### src/vgaTimingPkg.sv
// VGA timing definitions
// Horizontal and vertical intervals for 640x480 at one pixel per clock,
// plus the shared pixel coordinate type
package vgaTimingPkg;

    // -----------------------------------------------
    // Horizontal intervals, in pixel clocks
    // -----------------------------------------------
    // Visible pixels per line
    localparam int hActive  = 640;
    // Front porch before sync
    localparam int hFront   = 16;
    // Sync pulse, active low
    localparam int hSyncLen = 96;
    // Back porch after sync
    localparam int hBack    = 48;
    // Full line, 800 clocks
    localparam int hTotal   = hActive + hFront + hSyncLen + hBack;

    // -----------------------------------------------
    // Vertical intervals, in lines
    // -----------------------------------------------
    // Visible lines per frame
    localparam int vActive  = 480;
    localparam int vFront   = 10;
    // Two lines of vSync
    localparam int vSyncLen = 2;
    localparam int vBack    = 33;
    // Full frame, 525 lines
    localparam int vTotal   = vActive + vFront + vSyncLen + vBack;

    // -----------------------------------------------
    // Coordinates
    // -----------------------------------------------
    // Wide enough for both hTotal-1 and vTotal-1
    localparam int coordWidth = 10;

    typedef logic [coordWidth-1:0] coord_t;

endpackage

### src/gamePkg.sv
// Game definitions for the tank video path
// Game modes, 12-bit colour codes and the per-pixel index rules
// for title bars and the grass grid
package gamePkg;

    // Mode encoding kept from the board firmware, 2'b11 unused
    typedef enum logic [1:0] {
        modeTitle  = 2'b00,
        modeSingle = 2'b01,
        modeMulti  = 2'b10
    } gameMode_t;

    // 4 bits per channel, R in [11:8], G in [7:4], B in [3:0]
    typedef logic [11:0] colorCode_t;

    // -----------------------------------------------
    // Fixed colour codes
    // -----------------------------------------------
    localparam colorCode_t tank1Color = 12'hF00;
    localparam colorCode_t tank2Color = 12'h00F;
    localparam colorCode_t grassColor = 12'h0A2;
    localparam colorCode_t gridColor  = 12'h060;
    localparam colorCode_t blackColor = 12'h000;

    // Title bars, left to right
    localparam colorCode_t barColors [0:7] = '{
        12'hFFF, 12'hFF0, 12'h0FF, 12'h0F0,
        12'hF0F, 12'hF00, 12'h00F, 12'h000
    };

    // -----------------------------------------------
    // Index rules
    // -----------------------------------------------
    // Bar index from the top three bits of x
    function automatic logic [2:0] barIndex(input vgaTimingPkg::coord_t x);
        return x[vgaTimingPkg::coordWidth-1 -: 3];
    endfunction

    // Grid line every 32 pixels on either axis
    function automatic logic onGrid(input vgaTimingPkg::coord_t x,
                                    input vgaTimingPkg::coord_t y);
        return (x[4:0] == 5'd0) || (y[4:0] == 5'd0);
    endfunction

endpackage

### src/colorMapper.sv
// Colour mapper
// Expands the 12-bit colour code to 8 bits per channel by nibble
// repetition, zeroes the colour outside the visible area and registers
// it together with the syncs
`timescale 1ns/1ps

module colorMapper (
    input  logic                clk,
    input  logic                rstN,
    input  gamePkg::colorCode_t code,
    input  logic                hSyncD,
    input  logic                vSyncD,
    input  logic                blankD,
    output logic [7:0]          vgaR,
    output logic [7:0]          vgaG,
    output logic [7:0]          vgaB,
    output logic                hSync,
    output logic                vSync
);

    // 4 to 8 bits, F maps to FF and 0 to 00
    function automatic logic [7:0] expandNibble(input logic [3:0] nib);
        return {nib, nib};
    endfunction

    logic [7:0] redNext;
    logic [7:0] greenNext;
    logic [7:0] blueNext;

    // -----------------------------------------------
    // Palette and blanking
    // -----------------------------------------------
    always_comb
    begin
        redNext   = expandNibble(code[11:8]);
        greenNext = expandNibble(code[7:4]);
        blueNext  = expandNibble(code[3:0]);
        // Porches and sync must be black
        if (blankD)
        begin
            redNext   = 8'd0;
            greenNext = 8'd0;
            blueNext  = 8'd0;
        end
    end

    // -----------------------------------------------
    // Output registers
    // -----------------------------------------------
    always_ff @(posedge clk)
    begin
        if (!rstN)
        begin
            vgaR  <= 8'd0;
            vgaG  <= 8'd0;
            vgaB  <= 8'd0;
            hSync <= 1'b1;
            vSync <= 1'b1;
        end
        else
        begin
            vgaR  <= redNext;
            vgaG  <= greenNext;
            vgaB  <= blueNext;
            hSync <= hSyncD;
            vSync <= vSyncD;
        end
    end

    // Blank one cycle back means black now
    blankIsBlack: assert property (@(posedge clk) disable iff (!rstN)
        $past(blankD) |-> (vgaR == 8'd0) && (vgaG == 8'd0) && (vgaB == 8'd0))
        else $error("colour driven during blanking");

endmodule

### src/tankRenderer.sv
// Tank renderer
// Picks one 12-bit colour code per pixel from the game mode, the two
// tank corners and the background rules, and delays the syncs and
// blank by the same one stage
`timescale 1ns/1ps

module tankRenderer #(
    parameter int tankSize = 16
) (
    input  logic                 clk,
    input  logic                 rstN,
    input  vgaTimingPkg::coord_t drawX,
    input  vgaTimingPkg::coord_t drawY,
    input  logic                 hSync,
    input  logic                 vSync,
    input  logic                 blank,
    input  gamePkg::gameMode_t   mode,
    input  vgaTimingPkg::coord_t tank1X,
    input  vgaTimingPkg::coord_t tank1Y,
    input  vgaTimingPkg::coord_t tank2X,
    input  vgaTimingPkg::coord_t tank2Y,
    output gamePkg::colorCode_t  code,
    output logic                 hSyncD,
    output logic                 vSyncD,
    output logic                 blankD
);
    import vgaTimingPkg::*;
    import gamePkg::*;

    // One extra bit so corner plus size cannot wrap
    typedef logic [coordWidth:0] span_t;

    localparam span_t sizeExt = span_t'(tankSize);

    // -----------------------------------------------
    // Hit test
    // -----------------------------------------------
    // True when pos lies in [origin, origin + tankSize)
    function automatic logic inSpan(input coord_t pos, input coord_t origin);
        span_t posExt;
        span_t loExt;
        posExt = {1'b0, pos};
        loExt  = {1'b0, origin};
        return (posExt >= loExt) && (posExt < loExt + sizeExt);
    endfunction

    logic       onTank1;
    logic       onTank2;
    logic       onGridLine;
    colorCode_t codeNext;

    // Square tanks, both axes must hit
    assign onTank1    = inSpan(drawX, tank1X) && inSpan(drawY, tank1Y);
    assign onTank2    = inSpan(drawX, tank2X) && inSpan(drawY, tank2Y);
    assign onGridLine = onGrid(drawX, drawY);

    // -----------------------------------------------
    // Colour choice
    // -----------------------------------------------
    always_comb
    begin
        case (mode)
            // Vertical bars, x only
            modeTitle:
                codeNext = barColors[barIndex(drawX)];
            // One tank over the grass field
            modeSingle:
            begin
                if (onTank1)
                    codeNext = tank1Color;
                else if (onGridLine)
                    codeNext = gridColor;
                else
                    codeNext = grassColor;
            end
            // Tank 1 checked first so it covers tank 2
            modeMulti:
            begin
                if (onTank1)
                    codeNext = tank1Color;
                else if (onTank2)
                    codeNext = tank2Color;
                else
                    codeNext = blackColor;
            end
            default:
                codeNext = blackColor;
        endcase
    end

    // -----------------------------------------------
    // Output stage
    // -----------------------------------------------
    // Colour code, blanked downstream when not visible
    always_ff @(posedge clk)
    begin
        code <= codeNext;
    end

    // Syncs and blank travel with the code
    always_ff @(posedge clk)
    begin
        if (!rstN)
        begin
            hSyncD <= 1'b1;
            vSyncD <= 1'b1;
            blankD <= 1'b1;
        end
        else
        begin
            hSyncD <= hSync;
            vSyncD <= vSync;
            blankD <= blank;
        end
    end

    // Unused encoding 2'b11 must never arrive
    modeLegal: assert property (@(posedge clk) disable iff (!rstN)
        mode inside {modeTitle, modeSingle, modeMulti})
        else $error("illegal game mode %b", mode);

endmodule

### src/tankVideoTop.sv
// Tank video pixel path, top level
// Timing generator, tank renderer and colour mapper in a row, two
// register stages from coordinate to RGB
`timescale 1ns/1ps

module tankVideoTop #(
    parameter int tankSize = 16
) (
    input  logic                 clk,
    input  logic                 rstN,
    input  gamePkg::gameMode_t   mode,
    input  vgaTimingPkg::coord_t tank1X,
    input  vgaTimingPkg::coord_t tank1Y,
    input  vgaTimingPkg::coord_t tank2X,
    input  vgaTimingPkg::coord_t tank2Y,
    output logic [7:0]           vgaR,
    output logic [7:0]           vgaG,
    output logic [7:0]           vgaB,
    output logic                 hSync,
    output logic                 vSync
);
    import vgaTimingPkg::*;
    import gamePkg::*;

    // Timing generator outputs
    coord_t drawX;
    coord_t drawY;
    logic   timHSync;
    logic   timVSync;
    logic   timBlank;

    // Renderer outputs, one stage later
    colorCode_t code;
    logic       hSyncD;
    logic       vSyncD;
    logic       blankD;

    // -----------------------------------------------
    // Pipeline
    // -----------------------------------------------
    videoTimingGen uTiming (
        .clk   (clk),
        .rstN  (rstN),
        .drawX (drawX),
        .drawY (drawY),
        .hSync (timHSync),
        .vSync (timVSync),
        .blank (timBlank)
    );

    tankRenderer #(
        .tankSize (tankSize)
    ) uRenderer (
        .clk    (clk),
        .rstN   (rstN),
        .drawX  (drawX),
        .drawY  (drawY),
        .hSync  (timHSync),
        .vSync  (timVSync),
        .blank  (timBlank),
        .mode   (mode),
        .tank1X (tank1X),
        .tank1Y (tank1Y),
        .tank2X (tank2X),
        .tank2Y (tank2Y),
        .code   (code),
        .hSyncD (hSyncD),
        .vSyncD (vSyncD),
        .blankD (blankD)
    );

    // Last stage, RGB lines up with its syncs
    colorMapper uMapper (
        .clk    (clk),
        .rstN   (rstN),
        .code   (code),
        .hSyncD (hSyncD),
        .vSyncD (vSyncD),
        .blankD (blankD),
        .vgaR   (vgaR),
        .vgaG   (vgaG),
        .vgaB   (vgaB),
        .hSync  (hSync),
        .vSync  (vSync)
    );

endmodule

### src/videoTimingGen.sv
// VGA timing generator
// Pixel and line counters for 640x480, with registered active-low
// syncs and blank, all describing the count held in the same cycle
`timescale 1ns/1ps

module videoTimingGen (
    input  logic                 clk,
    input  logic                 rstN,
    output vgaTimingPkg::coord_t drawX,
    output vgaTimingPkg::coord_t drawY,
    output logic                 hSync,
    output logic                 vSync,
    output logic                 blank
);
    import vgaTimingPkg::*;

    // Sync windows, [start, end)
    localparam coord_t hSyncStart = coord_t'(hActive + hFront);
    localparam coord_t hSyncEnd   = coord_t'(hActive + hFront + hSyncLen);
    localparam coord_t vSyncStart = coord_t'(vActive + vFront);
    localparam coord_t vSyncEnd   = coord_t'(vActive + vFront + vSyncLen);
    localparam coord_t hLast      = coord_t'(hTotal - 1);
    localparam coord_t vLast      = coord_t'(vTotal - 1);

    coord_t hCount;
    coord_t vCount;
    coord_t hNext;
    coord_t vNext;

    // -----------------------------------------------
    // Next count
    // -----------------------------------------------
    always_comb
    begin
        hNext = hCount + coord_t'(1);
        vNext = vCount;
        // End of line, wrap and step the line counter
        if (hCount == hLast)
        begin
            hNext = '0;
            if (vCount == vLast)
                vNext = '0;
            else
                vNext = vCount + coord_t'(1);
        end
    end

    // -----------------------------------------------
    // Counters and decoded outputs
    // -----------------------------------------------
    // Decode from next count so outputs line up with the count register
    always_ff @(posedge clk)
    begin
        if (!rstN)
        begin
            hCount <= '0;
            vCount <= '0;
            hSync  <= 1'b1;
            vSync  <= 1'b1;
            blank  <= 1'b1;
        end
        else
        begin
            hCount <= hNext;
            vCount <= vNext;
            hSync  <= !((hNext >= hSyncStart) && (hNext < hSyncEnd));
            vSync  <= !((vNext >= vSyncStart) && (vNext < vSyncEnd));
            blank  <= (hNext >= coord_t'(hActive)) || (vNext >= coord_t'(vActive));
        end
    end

    assign drawX = hCount;
    assign drawY = vCount;

    // -----------------------------------------------
    // Checks
    // -----------------------------------------------
    hCountInRange: assert property (@(posedge clk) disable iff (!rstN)
        hCount < coord_t'(hTotal))
        else $error("horizontal count reached line length");

    // Pulse width, one fall to the next rise
    hSyncWidth: assert property (@(posedge clk) disable iff (!rstN)
        $fell(hSync) |-> ##hSyncLen $rose(hSync))
        else $error("hSync pulse width wrong");

endmodule
### config.mk
export PLATFORM = sky130hd
export DESIGN_NAME = tankVideoTop
export DESIGN_NICKNAME = d
export VERILOG_FILES = /design/src/vgaTimingPkg.sv /design/src/gamePkg.sv /design/src/colorMapper.sv /design/src/tankRenderer.sv /design/src/tankVideoTop.sv /design/src/videoTimingGen.sv
export SDC_FILE = /design/constraint.sdc
export NUM_CORES = 1
export LEC_CHECK = 0
export BUFFER_PORTS_ARGS = -buffer_cell sky130_fd_sc_hd__buf_2
export CAP_MARGIN = 15
export CORE_MARGIN = 5
export CORE_UTILIZATION = 52
export CTS_CLUSTER_DIAMETER = 50
export CTS_CLUSTER_SIZE = 30
export DETAILED_ROUTE_END_ITERATION = 7
export PLACE_DENSITY = 0.86
export SLEW_MARGIN = 15
export SYNTH_ARGS = -nofsm -noshare
export SYNTH_HDL_FRONTEND = slang
export SYNTH_SLANG_ARGS = --single-unit
export TNS_END_PERCENT = 20
### constraint.sdc
create_clock -name clk -period 3.7 [get_ports clk]
set_clock_uncertainty 0.05 [all_clocks]
set_input_delay 0.74 -clock clk [delete_from_list [all_inputs] [get_ports clk]]
set_output_delay 0.74 -clock clk [all_outputs]
set_load 0.01 [all_outputs]
### Word level (Yosys, flattened, before mapping)

Memories as Yosys holds them, arrays and structs flattened.
Index checks and enable logic that the tools add are counted.

| word-level totals | value |
|---|---|
| bits in registers | 64 |
| logic and storage cells | 68 |
| ROM bits | 96 |
| memories | 1 |

Memories:

| memory | words | width | read ports | clocked after Yosys merged registers in | wr ports | RTL line | text |
|---|---|---|---|---|---|---|---|
| (no name shown) | 8 | 12 | 1 | 0 | 0 | tankRenderer.sv:65 | `codeNext = barColors[barIndex(drawX)];` |

| operators by class | value |
|---|---|
| muxes and demuxes | 10 |
| eq/ne operators | 4 |
| $lt $le $gt $ge | 15 |
| reduce and logical (&&, ||, !) cells | 16 |
| $add $sub $neg | 6 |
| bitwise logic cells | 2 |

Operator list:

| kind | count |
|---|---|
| 12-bit 2-to-1 mux | 4 |
| 10-bit by 5-bit adder with 11-bit output (second input constant) | 4 |
| 10-bit by 11-bit < comparator with 1-bit output | 4 |
| 10-bit >= comparator | 4 |
| 12-bit one-hot mux with 3 select lines | 1 |
| 10-bit 2-to-1 mux | 3 |
| 10-bit by 1-bit adder with 10-bit output (second input constant) | 2 |
| 10-bit == test (second input constant) | 2 |
| 10-bit >= comparator (second input constant) | 2 |
| 10-bit by 9-bit >= comparator with 1-bit output (second input constant) | 2 |
| 5-bit zero test | 2 |
| 10-bit < comparator (second input constant) | 1 |
| 10-bit by 9-bit < comparator with 1-bit output (second input constant) | 1 |
| 1-bit logical AND | 8 |
| 8-bit 2-to-1 mux | 1 |
| 4-bit >= comparator (second input constant) | 1 |
| 4-bit 2-to-1 mux | 1 |
| 3-bit NOT with 4-bit output | 1 |
| 2-bit by 1-bit == test with 1-bit output (second input constant) | 1 |
| 2-bit == test (second input constant) | 1 |
| 1-bit zero test | 2 |
| 2-bit zero test | 1 |
| 1-bit logical OR | 2 |
| 2-bit OR reduction | 1 |
| 1-bit NOT | 1 |

### Logic depth before layout (Yosys ltp)

| depth | value |
|---|---|
| word-level depth | 7 |
| mapped depth | 10 |
| gate-level depth less buffers | 10 |

### Modules after synthesis

Synthesis repeated with hierarchy kept, for this count alone.

| unflattened totals | value |
|---|---|
| cell total of the unflattened synthesis | 493 |
| area, all modules | 4182.8 um^2 |

Modules (own cells, without submodules):

| module | cells an instance | sequential area each (um^2) | times used | area each (um^2) |
|---|---|---|---|---|
| tankRenderer | 282 | 200.2 | 1 | 2288.4 |
| videoTimingGen | 169 | 460.4 | 1 | 1387.6 |
| colorMapper | 42 | 280.3 | 1 | 506.7 |

### Least setup slack after synthesis

OpenSTA, ideal clock, no wires.

| path | value |
|---|---|
| path type | input -> register |
| start point | input tank2X[4] |
| end point | register uRenderer.code[1] |
| arrival time | 2.395 ns |
| cell stages on the path | 9 |
| required time | 3.576 ns |
| path slack | 1.181 ns |
| setup time | 0.074 ns |
| cells stage by stage | ha_1 xnor2_1 ha_1 nand4b_1 a21o_1 a311o_1 o31ai_1 or4_1 a31oi_1 |

| on the way | value |
|---|---|
| longest elaborated chain between the ends | 7 |
| elaborated cells between the ends (all ways) | 8 |
| classes of those cells | 1 x add/sub; 2 x order compare; 3 x mux; 2 x reduce/logical |

RTL lines:

| element | RTL line | text |
|---|---|---|
| start: declaration | tankVideoTop.sv:14 | `input vgaTimingPkg::coord_t tank2X,` |
| 10-bit by 5-bit adder with 11-bit output | tankRenderer.sv:44 | `return (posExt >= loExt) && (posExt < loExt + sizeExt);` |
| 10-bit by 11-bit < comparator with 1-bit output | tankRenderer.sv:44 |  |
| 1-bit logical AND (*) | tankRenderer.sv:44 |  |
| 1-bit logical AND (*) | tankRenderer.sv:54 | `assign onTank2 = inSpan(drawX, tank2X) && inSpan(drawY, tank2Y);` |
| 4-bit 2-to-1 mux (*) | tankRenderer.sv:81 | `else if (onTank2)` |
| 12-bit 2-to-1 mux (*) | tankRenderer.sv:79 | `if (onTank1)` |
| 12-bit one-hot mux with 3 select lines (*) | tankRenderer.sv:62 | `case (mode)` |
| net uRenderer.codeNext[1] | tankRenderer.sv:50 | `colorCode_t codeNext;` |
| end signal: assignment | tankRenderer.sv:97 | `code <= codeNext;` |
| end: declaration | tankRenderer.sv:22 | `output gamePkg::colorCode_t code,` |

The timed path passes the listed nets; every way through them passes the cells marked *.
A chain may end at the register's enable or synchronous reset.

### Worst setup path in the final report

| path | value |
|---|---|
| start point | input tank1Y[4] |
| end point | register uRenderer.code[3] |

| on the way | value |
|---|---|
| longest elaborated chain between the ends | 6 |
| elaborated cells between the ends (all ways) | 8 |
| classes of those cells | 1 x add/sub; 2 x order compare; 3 x mux; 2 x reduce/logical |

RTL lines:

| element | RTL line | text |
|---|---|---|
| start: declaration | tankVideoTop.sv:13 | `input vgaTimingPkg::coord_t tank1Y,` |
| 10-bit by 5-bit adder with 11-bit output | tankRenderer.sv:44 |  |
| 10-bit by 11-bit < comparator with 1-bit output | tankRenderer.sv:44 |  |
| 1-bit logical AND (*) | tankRenderer.sv:44 |  |
| 1-bit logical AND (*) | tankRenderer.sv:53 | `assign onTank1 = inSpan(drawX, tank1X) && inSpan(drawY, tank1Y);` |
| 12-bit 2-to-1 mux (on tied branches) | tankRenderer.sv:79, tankRenderer.sv:69 |  |
| 12-bit one-hot mux with 3 select lines (*) | tankRenderer.sv:62 |  |

Mark *: on every way between the ends. The rest lies on a longest branch, timed or not.

==> results.md <==
- CTS sink count: between 40 and 50
- Internal: ~0.67 mW
- XOR/XNOR share of the synthesized area: 6.03%
- Adder-cell share of the synthesized area: a little under a quarter
- Prevailing post-synth register cell: dfxtp_1
- Max-cap violation count: 0
- CTS H-tree lvls: 2
- Final Max Slew Viols: 0
- Ports: 70
- Resize count post-CTS: 0
- Synth cell types: between 50 and 60
- Compound-cell area share of the yosys netlist: between 10% and 20%
- DP Worst Slack: around 0.78 ns
- Worst min-delay path category: flop to flop
- Switch Pwr: roughly 0.26 mW
- FFs w/ async S/R, synth: 0%
- Initial antenna violation count: 0
- Worst r2r src: uTiming.drawX[1]$_SDFF_PN0_
- Area contributors post-synth: ha_1, dfxtp_1, inv_1, xnor2_1, a21oi_1
- Critical path peak fanout: 5
- Final worst slack: about 1.1 ns
- Vias: about 3400
- Mean Syn Cell Area: between 8 and 9 µm²
- FMAX: ~380 MHz
- Die area: 0.00907 mm²
- Final Hold Viols: 0
- WL/cell: approximately 14 µm
- Worst reg2reg path endpoint: uTiming.vSync$_SDFF_PN1_
- Flop2flop setup slack: about 1.2 ns
- Nets: 626
- Seq/Total Area, Yosys: between 20% and 30%
- Setup crit end kind: flop
- First-pass GRT wire length: 14.1 mm
- Vias in the first global route: 3306
- CTS Root Cell: clkbuf_8
- Finished Layout Cells: between 600 and 700
- Switch share: roughly 28%
- Commonest cells after routing, fill and taps aside: ha_1, buf_2, inv_1
- ANT nets after route: 0
- P per Cell Area: approximately 220 mW/mm²
- Main combinational cell family by area after synthesis: adder cells
- Mapped Area: about 0.0038 mm²
- Rows: 31
- Clock tree buffer depth: 2
- Required time of the critical path: 3.83 ns
- Drt total wl: roughly 8.5 mm
- Worst Hold Path EP: uMapper.vSync$_SDFF_PN1_
- Minimum clock period: 2.61 ns
- Clock Pin Slew Worst Setup and Hold Paths: ~0.07 ns
- Status: completed
- Total global routing track utilization: a little under a fifth
- Die W: 95.2 µm
- Setup TNS: 0 ns
- Layout cells sized above 1: between 10% and 20%
- Max VDD drop: about 0.00015 V
- Simple-gate share of the synthesized area: 21.6%
- CTS tree: done
- Startpoint Class: primary input
- Unrepaired setup endpoints after global routing: false
- WS Path Type: primary input to flop
- Syn Nets: 570
- N_diodes: 0
- Leak: 2.13 nW
- Post-synth top area cell: ha_1
- Core ar.: a little over 0.007 mm²
- CTS Hold Bufs: 0
- Commonest non-fill, non-tap cell in the layout: ha_1
- Vias per inst: roughly 5.6
- GPL Wtd Cong: ~0.87
- Setup bufs post-CTS: 0
- Top-area cell type share of the netlist area: approximately a quarter
- FF+latch count, synth: 42
- I/O Buffers: 69
- Synthesized instance count: approximately 450
- Drt first pass iters: 5
- Cells on worst reg2reg path: 7
- Clock share of power: between 30% and 40%
- Clock Latency Late Sink: 0.30 ns
- Total grt overflow: 0
- Crit path DAT: between 2 and 3 ns
- Worst Min Path Start: uRenderer.vSyncD$_SDFF_PN1_
- Final setup fails: 0
- Post-route DRC: 0
- Post-DP HPWL: around 7.0 mm
- YS warnings: 0
- Hold path depth: 1
- Worst slew pin tran: approximately 0.42 ns
- Pin count of the biggest net entering global routing: 15
- Logic pwr share: a little under a fifth
- Total CTS buffers: 5
- Syn-to-layout area delta: 11.0%
- Max transition margin: between 70% and 80%
- Final period util: between 70% and 80%
- Filler Cells Inserted: approximately 650
- Placed cells: 602
- Post-synthesis mux area share: less than 1%
- Post-synth EDFFs: 0
- First DRT Iteration DRCs: ~150
- Flop pwr share: roughly 50%
- Initial core utilization: a little over half
- Die Y: ~95 µm
-- per-layer routing --
layer / track usage [%] / vias up / part of all wire, %
li1: - / 1723 / -
met1: 23.7 / 1579 / 45
met2: 33.9 / 114 / 48
met3: 3.16 / 6 / 6.6
met4: 5.17 / 0 / 0.90
met5: 0 / - / 0
-- through the flow --
| step | hold WS (ns) | cell area (µm²) | util, % | power, mW |
|---|---|---|---|---|
| global route | 0.382 | 4190 | 58.4 | 0.983 |
| finish | 0.365 | 4190 | 58.4 | 0.931 |
| global placement | 0.339 | 4110 | 57.2 | 0.643 |
| floorplan | 0.336 | 3780 | - | 0.592 |
| CTS | 0.368 | 4190 | 58.4 | 0.939 |
| detailed placement | 0.346 | 4110 | 57.2 | 0.654 |
-- synthesized netlist by cell type, types with 4 or more instances --
master,instances
nand4_1,6
nand3_1,21
o211ai_1,5
o2111ai_1,4
and3_1,6
and2_1,12
a31oi_1,4
ha_1,72
dfxtp_1,42
nor2_1,24
buf_4,17
nand2_1,22
inv_1,49
a21oi_1,29
nand3b_1,4
nand2b_1,11
xnor2_1,19
xor2_1,7
a21o_1,12
o21ai_0,14
nor3_1,12
nor2b_1,7
-- how the worst max path moves through the flow --
stage,startpoint,to,slack (ns)
after floorplan,tank2X[4],uRenderer.code[1]$_DFF_P_,1.18
after global placement,tank1Y[4],uRenderer.code[3]$_DFF_P_,0.88
after detailed placement,tank1Y[4],uRenderer.code[3]$_DFF_P_,0.78
after CTS,tank1Y[4],uRenderer.code[3]$_DFF_P_,1.09
after global routing,tank1Y[4],uRenderer.code[3]$_DFF_P_,0.94
final,tank1Y[4],uRenderer.code[3]$_DFF_P_,1.09
-- worst max-delay path: stages --
cell,delay (ns)
buf_2,0.13
ha_1,0.23
nand3_1,0.11
xnor2_1,0.17
ha_1,0.27
a21o_1,0.18
a21oi_1,0.17
o22ai_1,0.11
a21oi_1,0.25
and3_1,0.27
o21ai_0,0.10
-- kinds of logic (layout without fill, tap and decap cells) --
kind of cell,Yosys count,count (layout)
simple gates,145,145
compound gates,98,98
mux,1,1
fa+ha+maj,72,72
flops,42,42
buf+inv,70,127
xor+xnor,26,26
-- registers in the layout, summed over array words and instances, names as in the netlist --
name and cells:
uMapper.vSync 1, uTiming.vSync 1, uRenderer.blankD 1, uTiming.hSync 1, uMapper.vgaG 4, uRenderer.code 7
uRenderer.vSyncD 1, uMapper.hSync 1, uMapper.vgaB 2, uTiming.drawY 10, uTiming.drawX 10, uRenderer.hSyncD 1
uTiming.blank 1, uMapper.vgaR 1
-- power groups by stage --
| stage | Clock, mW | Combinational [mW] | Sequential, mW |
|---|---|---|---|
| after floorplan | 0 | 0.113 | 0.479 |
| after global placement | 0 | 0.164 | 0.479 |
| after detailed placement | 0 | 0.174 | 0.480 |
| after CTS | 0.294 | 0.175 | 0.469 |
| after global routing | 0.313 | 0.200 | 0.471 |
| final | 0.287 | 0.175 | 0.469 |
-- area by class of cell --
cell class / instances / area (µm²) / area share (%)
Clock inverter: 2 / 13.8 / 0.328
Timing Repair Buffer: 69 / 345 / 8.23
Multi-Input combinational cell: 342 / 2610 / 62.2
Sequential cell: 42 / 841 / 20.0
Tap cell: 99 / 124 / 2.95
Clock buffer: 6 / 72.6 / 1.73
Inverter: 50 / 188 / 4.47
No activity file was read; power rests on OpenSTA's default activity.
